File: config.mk
export PLATFORM = sky130hd
export DESIGN_NAME = alu_issue_top
export DESIGN_NICKNAME = d
export VERILOG_FILES = /design/src/alu_issue_pkg.sv /design/src/alu_issue_top.sv /design/src/issue_decode.sv /design/src/issue_output.sv /design/src/operand_select.sv
export VERILOG_INCLUDE_DIRS = /design/src /design/src/include
export SDC_FILE = /design/constraint.sdc
export NUM_CORES = 1
export LEC_CHECK = 0
export ABC_CLOCK_PERIOD_IN_PS = 2900
export BUFFER_PORTS_ARGS = -buffer_cell sky130_fd_sc_hd__buf_4
export CELL_PAD_IN_SITES_DETAIL_PLACEMENT = 2
export CELL_PAD_IN_SITES_GLOBAL_PLACEMENT = 2
export CORE_AREA = 8 8 381 383
export DETAILED_ROUTE_END_ITERATION = 16
export DIE_AREA = 0 0 389 391
export PLACE_DENSITY_LB_ADDON = 0.1
export SLEW_MARGIN = 20
export SYNTH_ARGS = -nofsm -noshare
export SYNTH_HDL_FRONTEND = slang
export SYNTH_HIERARCHICAL = 1
export SYNTH_SLANG_ARGS = --single-unit
File: constraint.sdc
create_clock -name w_IssueFifoFire_1 -period 2.9 [get_ports w_IssueFifoFire_1]
set_clock_uncertainty 0.1 [all_clocks]
set_input_delay 0.145 -clock w_IssueFifoFire_1 [delete_from_list [all_inputs] [get_ports w_IssueFifoFire_1]]
set_output_delay 0.145 -clock w_IssueFifoFire_1 [all_outputs]
set_load 0.02 [all_outputs]
File: src/include/alu_issue_params.svh
`ifndef ALU_ISSUE_PARAMS_SVH
`define ALU_ISSUE_PARAMS_SVH

`define ALU_INSTR_W      113
`define ALU_EXE_W        177
`define ALU_OPERAND_W    32
`define ALU_TAG_W        4
`define ALU_TAG_NONE     15
`define ALU_BYPASS_SLOTS 15
`define ALU_REG_W        5

// Instruction field positions.
`define ALU_F_DEP_R_HI   111
`define ALU_F_DEP_R_LO   108
`define ALU_F_DEP_L_HI   106
`define ALU_F_DEP_L_LO   103
`define ALU_F_IMM_L_HI   70
`define ALU_F_IMM_L_LO   70
`define ALU_F_IMM_R_HI   69
`define ALU_F_IMM_R_LO   69
`define ALU_F_RS1_HI     68
`define ALU_F_RS1_LO     64
`define ALU_F_RS2_HI     63
`define ALU_F_RS2_LO     59
`define ALU_F_IMM_HI     53
`define ALU_F_IMM_LO     22

`endif

File: src/alu_issue_pkg.sv
`include "alu_issue_params.svh"

package alu_issue_pkg;

    // Raw instruction from the issue queue.
    typedef logic [`ALU_INSTR_W-1:0] alu_instr_t;

    // Instruction on top, then left operand, then right operand.
    typedef logic [`ALU_EXE_W-1:0] exe_instr_t;

    typedef logic [`ALU_OPERAND_W-1:0] operand_t;

    typedef logic [`ALU_TAG_W-1:0] dep_tag_t;

    // Result index published by LSU, CSR, MUL or DIV.
    typedef logic [`ALU_TAG_W-1:0] unit_index_t;

    typedef logic [`ALU_REG_W-1:0] reg_addr_t;

    // ALU result slots, slot 0 lowest.
    typedef operand_t [`ALU_BYPASS_SLOTS-1:0] alu_bypass_bus_t;

endpackage

File: src/alu_issue_top.sv
`timescale 1ns/1ps

module alu_issue_top
    import alu_issue_pkg::*;
(
    input  logic            w_IssueFifoFire_1,
    input  logic            rstn,

    input  logic            i_valid,
    input  alu_instr_t      i_instr,
    output logic            o_ready,

    output logic            o_grf_rd_en,
    output reg_addr_t       o_grf_rs1,
    output reg_addr_t       o_grf_rs2,
    input  operand_t        i_grf_rdata_l,
    input  operand_t        i_grf_rdata_r,

    input  alu_bypass_bus_t i_alu_bypass,
    input  unit_index_t     i_lsu_index,
    input  operand_t        i_lsu_data,
    input  unit_index_t     i_csr_index,
    input  operand_t        i_csr_data,
    input  unit_index_t     i_mul_index,
    input  operand_t        i_mul_data,
    input  unit_index_t     i_div_index,
    input  operand_t        i_div_data,

    output logic            o_valid,
    output exe_instr_t      o_exe_instr,
    input  logic            i_exe_ready
);

    logic       s1_valid;
    alu_instr_t s1_instr;
    logic       s2_ready;
    operand_t   operand_l;
    operand_t   operand_r;

    issue_decode u_decode (
        .w_IssueFifoFire_1 (w_IssueFifoFire_1),
        .rstn              (rstn),
        .i_valid           (i_valid),
        .i_instr           (i_instr),
        .o_ready           (o_ready),
        .i_s2_ready        (s2_ready),
        .o_s1_valid        (s1_valid),
        .o_s1_instr        (s1_instr),
        .o_grf_rd_en       (o_grf_rd_en),
        .o_grf_rs1         (o_grf_rs1),
        .o_grf_rs2         (o_grf_rs2)
    );

    operand_select u_sel_l (
        .i_instr      (s1_instr),
        .i_is_left    (1'b1),
        .i_grf_rdata  (i_grf_rdata_l),
        .i_alu_bypass (i_alu_bypass),
        .i_lsu_index  (i_lsu_index),
        .i_csr_index  (i_csr_index),
        .i_mul_index  (i_mul_index),
        .i_div_index  (i_div_index),
        .i_lsu_data   (i_lsu_data),
        .i_csr_data   (i_csr_data),
        .i_mul_data   (i_mul_data),
        .i_div_data   (i_div_data),
        .o_operand    (operand_l)
    );

    operand_select u_sel_r (
        .i_instr      (s1_instr),
        .i_is_left    (1'b0),
        .i_grf_rdata  (i_grf_rdata_r),
        .i_alu_bypass (i_alu_bypass),
        .i_lsu_index  (i_lsu_index),
        .i_csr_index  (i_csr_index),
        .i_mul_index  (i_mul_index),
        .i_div_index  (i_div_index),
        .i_lsu_data   (i_lsu_data),
        .i_csr_data   (i_csr_data),
        .i_mul_data   (i_mul_data),
        .i_div_data   (i_div_data),
        .o_operand    (operand_r)
    );

    issue_output u_output (
        .w_IssueFifoFire_1 (w_IssueFifoFire_1),
        .rstn              (rstn),
        .i_s1_valid        (s1_valid),
        .i_s1_instr        (s1_instr),
        .i_operand_l       (operand_l),
        .i_operand_r       (operand_r),
        .i_exe_ready       (i_exe_ready),
        .o_s2_ready        (s2_ready),
        .o_valid           (o_valid),
        .o_exe_instr       (o_exe_instr)
    );

endmodule

File: src/issue_decode.sv
`timescale 1ns/1ps

`include "alu_issue_params.svh"

module issue_decode
    import alu_issue_pkg::*;
(
    input  logic       w_IssueFifoFire_1,
    input  logic       rstn,

    input  logic       i_valid,
    input  alu_instr_t i_instr,
    output logic       o_ready,

    input  logic       i_s2_ready,

    output logic       o_s1_valid,
    output alu_instr_t o_s1_instr,

    output logic       o_grf_rd_en,
    output reg_addr_t  o_grf_rs1,
    output reg_addr_t  o_grf_rs2
);

    logic       s1_valid;
    alu_instr_t s1_instr;
    logic       s1_load;

    // Stage 1 moves when empty or when stage 2 takes its content.
    assign o_ready = !s1_valid || i_s2_ready;
    assign s1_load = i_valid && o_ready;

    always_ff @(posedge w_IssueFifoFire_1 or negedge rstn) begin
        if (!rstn) begin
            s1_valid <= 1'b0;
        end else if (o_ready) begin
            s1_valid <= i_valid;
        end
    end

    always_ff @(posedge w_IssueFifoFire_1) begin
        if (s1_load) begin
            s1_instr <= i_instr;
        end
    end

    // GRF data is sampled into stage 2 on the edge that closes this cycle.
    assign o_grf_rd_en = s1_valid && i_s2_ready;
    assign o_grf_rs1   = s1_instr[`ALU_F_RS1_HI:`ALU_F_RS1_LO];
    assign o_grf_rs2   = s1_instr[`ALU_F_RS2_HI:`ALU_F_RS2_LO];

    assign o_s1_valid = s1_valid;
    assign o_s1_instr = s1_instr;

endmodule

File: src/issue_output.sv
`timescale 1ns/1ps

module issue_output
    import alu_issue_pkg::*;
(
    input  logic       w_IssueFifoFire_1,
    input  logic       rstn,

    input  logic       i_s1_valid,
    input  alu_instr_t i_s1_instr,

    input  operand_t   i_operand_l,
    input  operand_t   i_operand_r,

    input  logic       i_exe_ready,
    output logic       o_s2_ready,

    output logic       o_valid,
    output exe_instr_t o_exe_instr
);

    logic       s2_valid;
    exe_instr_t s2_word;

    // Free when empty or when execute takes the current word.
    assign o_s2_ready = !s2_valid || i_exe_ready;

    always_ff @(posedge w_IssueFifoFire_1 or negedge rstn) begin
        if (!rstn) begin
            s2_valid <= 1'b0;
        end else if (o_s2_ready) begin
            s2_valid <= i_s1_valid;
        end
    end

    // Word holds while execute stalls.
    always_ff @(posedge w_IssueFifoFire_1) begin
        if (o_s2_ready && i_s1_valid) begin
            s2_word <= {i_s1_instr, i_operand_l, i_operand_r};
        end
    end

    assign o_valid     = s2_valid;
    assign o_exe_instr = s2_word;

endmodule

File: src/operand_select.sv
`timescale 1ns/1ps

`include "alu_issue_params.svh"

module operand_select
    import alu_issue_pkg::*;
(
    input  alu_instr_t      i_instr,
    input  logic            i_is_left,

    input  operand_t        i_grf_rdata,
    input  alu_bypass_bus_t i_alu_bypass,

    input  unit_index_t     i_lsu_index,
    input  unit_index_t     i_csr_index,
    input  unit_index_t     i_mul_index,
    input  unit_index_t     i_div_index,

    input  operand_t        i_lsu_data,
    input  operand_t        i_csr_data,
    input  operand_t        i_mul_data,
    input  operand_t        i_div_data,

    output operand_t        o_operand
);

    dep_tag_t dep_tag;
    logic     use_imm;
    operand_t imm;

    // Pick this side's field set.
    assign dep_tag = i_is_left ? i_instr[`ALU_F_DEP_L_HI:`ALU_F_DEP_L_LO]
                               : i_instr[`ALU_F_DEP_R_HI:`ALU_F_DEP_R_LO];
    assign use_imm = i_is_left ? i_instr[`ALU_F_IMM_L_HI:`ALU_F_IMM_L_LO]
                               : i_instr[`ALU_F_IMM_R_HI:`ALU_F_IMM_R_LO];
    assign imm     = i_instr[`ALU_F_IMM_HI:`ALU_F_IMM_LO];

    always_comb begin
        if (use_imm) begin
            o_operand = imm;
        end else if (dep_tag == dep_tag_t'(`ALU_TAG_NONE)) begin
            o_operand = i_grf_rdata;
        // Functional units win over the ALU slots, LSU first.
        end else if (dep_tag == i_lsu_index) begin
            o_operand = i_lsu_data;
        end else if (dep_tag == i_csr_index) begin
            o_operand = i_csr_data;
        end else if (dep_tag == i_mul_index) begin
            o_operand = i_mul_data;
        end else if (dep_tag == i_div_index) begin
            o_operand = i_div_data;
        end else begin
            // Tag is 0 to 14 here.
            o_operand = i_alu_bypass[dep_tag];
        end
    end

endmodule
==> key figures <==
Status
  – Outcome: complete, but fails checks
  – Failing checks: setup timing

Timing
  – Final Slew Violations: 0
  – # setup viols final: 1
  – Slew Limit Headroom: 42.0%
  – Final Hold Fails: 0
  – Tightest hold margin: 43.5 ps
  – Final setup margin: -25.9 ps
  – Setup repair after global routing missed its margin: true
  – Total negative slack: -25.9 ps
  – Least-Margin Pin Slew: 867 ps
  – Max Freq: 342 MHz
  – Final worst path period share: 101%
  – Period minus WS final: 2930 ps

Final layout
  – Final net count: 3970
  – Finished Cell Area: 0.0374 sq mm
  – Share of cells above drive strength 1: 44.8%
  – Area delta synth->final: 77.7%
  – Non-filler cells, final: 5030

Synthesis
  – Compound-Gate Fraction of Synth Area: 17.6%
  – Post-synth top area share: 41.4%
  – Multiplexer share of the synthesized area: 31.8%
  – Seq/Total Area, Yosys: 41.6%
  – Xor/xnor share of the synthesized area: 1.33%
  – Post-synthesis adder-cell area fraction: 0%
  – Ys async rst share: 0.685%
  – Synthesized area per cell: 11.8 sq um
  – Ys flop type: edfxtp_1
  – Yosys cell types: 44
  – Yosys top cell by area: edfxtp_1
  – #FFs+latches synth: 292
  – Synth warnings: 6
  – Simple-Gate Fraction of Synth Area: 3.64%
  – Largest family of logic cells by synthesized area: multiplexers
  – Mapped Area: 0.0210 sq mm
  – Synth Instances: 1787
  – Synth top area cells: edfxtp_1 (41%), mux2i_1 (24%), mux4_2 (7.1%)
  – Commonest cells in the netlist: mux2i_1 (500), edfxtp_1 (290), nor2_1 (138)
  – Post-synth EDFFs: 290
  – Most common cell in the netlist: mux2i_1

Power and ir drop
  – Leakage: 0.0157 uW
  – PwrDens: 461 mW/mm^2
  – Total chip power: 17200 uW
  – VDD IR max: 0.000355 V

Detailed routing
  – Initial drt markers: 903
  – Detail Route Antenna Nets: 0
  – DRC: 0
  – Drt pass-1 iters: 4
  – Wirelength per Cell: 34.0 microns
  – Vias: 22570
  – Via-to-Cell Ratio: 4.49
  – Routed WL: 171000 microns

Global routing
  – GRT overflow: 0
  – Pin count of the biggest net entering global routing: 45
  – All-Layer GR Usage: 20.9%
  – Vias in the first global route: 25565
  – Initial antenna violation count: 67
  – Global-route wire length before repair: 223000 microns

Placed design
  – Gpl congestion: 0.831
  – DPL Wire Length: 138000 microns
  – IO buf count: 994
  – Placed instance count: 4577
  – DP Area: 0.0321 sq mm

Clock tree
  – Root buf cell: clkbuf_16
  – Clk buf depth: 3
  – Clk Latency, worst-skew pair: 570 ps
  – Clock transition at the registers of the reported paths: 70 ps
  – H-tree Lvls: 2
  – Sink Count: 292
  – Num CTS Buffers: 38
  – TritonCTS clock tree: done

Die
  – Io pins: 995
  – Starting Density: 15.2%
  – Core ar.: 0.139 sq mm
  – Die Span Y: 391 microns
  – Die width: 389 microns
  – DIE AREA: 0.152 sq mm
  – Core Rows: 137

Critical path
  – Worst Path Required: 3230 ps
  – Crit. End Element: flop
  – CP Max Fanout: 6
  – Critical Path Source Type: flop
  – CP arrival: 3260 ps
  – Crit path kind: flop to flop

Worst hold path
  – Hold Crit Class: primary input to flop

Run
  – Max cap viols: 0
==> sequential cells by signal, summed over array words and instances (netlist names) <==
register and flops:
u_decode/o_s1_instr 113, u_output/o_valid 1, u_decode/o_s1_valid 1, u_output/o_exe_instr 177
==> critical path, cell delays in order (launching register included) <==
cell       delay (ps)
edfxtp_1          430
mux2i_4           250
buf_12            190
buf_12            150
clkbuf_16         160
buf_12            110
mux2i_1            70
mux2i_1           250
mux2i_1           140
o211ai_1          590
a21oi_1           170
o21ai_1           150
==> what timing repair did <==
action                     4_1_cts  5_1_grt
hold endpoints to repair       181        0
pin swaps                        2       17
setup endpoints to repair       15       33
buffers inserted                 5       44
gates resized for setup         20       47
hold buffers                   297        0
cloned                           3       10
==> where the power goes <==
part           leakage [uW]  switching [uW]  internal [uW]
combinational        0.0123            3780           3140
sequential          0.00281             143           5110
clock              0.000629            2050           3010
total                0.0157            5970          11300
==> per-layer routing <==
layer  GRT usage (%)  wire [microns]  share of wire (%)  up-vias
met5               0             199               0.12        -
met4            4.50            3730                2.2       32
met3            4.95            9950                5.8      179
met2            37.0           85000                 50      836
met1            25.8           72200                 42    11531
li1                -               -                  -     9992
==> cells by family after synthesis <==
kind of cell,count (synthesis)
AO/OA/AOI/OAI,526
buffers and inverters,184
AND/OR/NAND/NOR,171
XOR/XNOR,32
multiplexers,580
flip-flops,292
other,2
==> placed cells by master, fill, tap and decap left out, types with 6 or more instances in the layout <==
cell type,synthesis,routed
xor2_1,8,8
a221o_1,62,62
dlygate4sd3_1,0,297
mux4_2,66,66
bufinv_16,0,6
clkbuf_16,0,46
mux2_4,0,6
o21ai_1,66,63
a22oi_1,126,126
o2bb2ai_1,62,62
buf_12,0,53
buf_16,0,6
mux2i_4,4,10
buf_4,16,1143
o211ai_1,62,62
a21oi_2,0,18
mux2i_1,500,475
buf_6,0,7
edfxtp_1,290,290
diode_2,0,32
nand2_1,8,8
xnor2_1,24,24
nor2_1,138,134
o21ai_0,68,68
a21oi_1,66,45
mux2i_2,2,21
==> final cells by class <==
type / instances / area, sq um
diodes: 32 / 80.1
clock buffers: 44 / 995
clock inverters: 22 / 299
fillers: 15178 / 101000
inverters: 4 / 15.0
multi-input cells: 1315 / 11900
flip-flops and latches: 292 / 8760
well taps: 1807 / 2260
repair buffers: 1514 / 13100
==> stage by stage <==
| step | setup WS [ps] | utilization (%) |
|---|---|---|
| 6_report | -25.9 | 26.9 |
| 5_1_grt | -40.8 | 26.9 |
| 4_1_cts | -27.3 | 26.3 |
| 3_5_place_dp | -456 | 23.1 |
| 3_3_place_gp | -418 | 23.1 |
| 2_1_floorplan | 163 | - |
==> final timing paths <==
| path | startpoint | end | slack [ps] | cells after the start |
|---|---|---|---|---|
| hold reg to reg | u_decode/o_s1_instr[87]$_DFFE_PP_ | u_output/o_exe_instr[151]$_DFFE_PP_ | 320 | 0 |
| min in group asynchronous | rstn | u_output/o_valid$_DFFE_PN0P_ | 350 | 3 |
| hold / removal | i_mul_data[16] | u_output/o_exe_instr[48]$_DFFE_PP_ | 40 | 4 |
| max in group asynchronous | rstn | u_decode/o_s1_valid$_DFFE_PN0P_ | 2210 | 3 |
| setup reg to reg | u_decode/o_s1_instr[105]$_DFFE_PP_ | u_output/o_exe_instr[37]$_DFFE_PP_ | -30 | 11 |
| setup / recovery | u_decode/o_s1_instr[105]$_DFFE_PP_ | u_output/o_exe_instr[37]$_DFFE_PP_ | -30 | 11 |
Power figures use the tool's default switching activity.
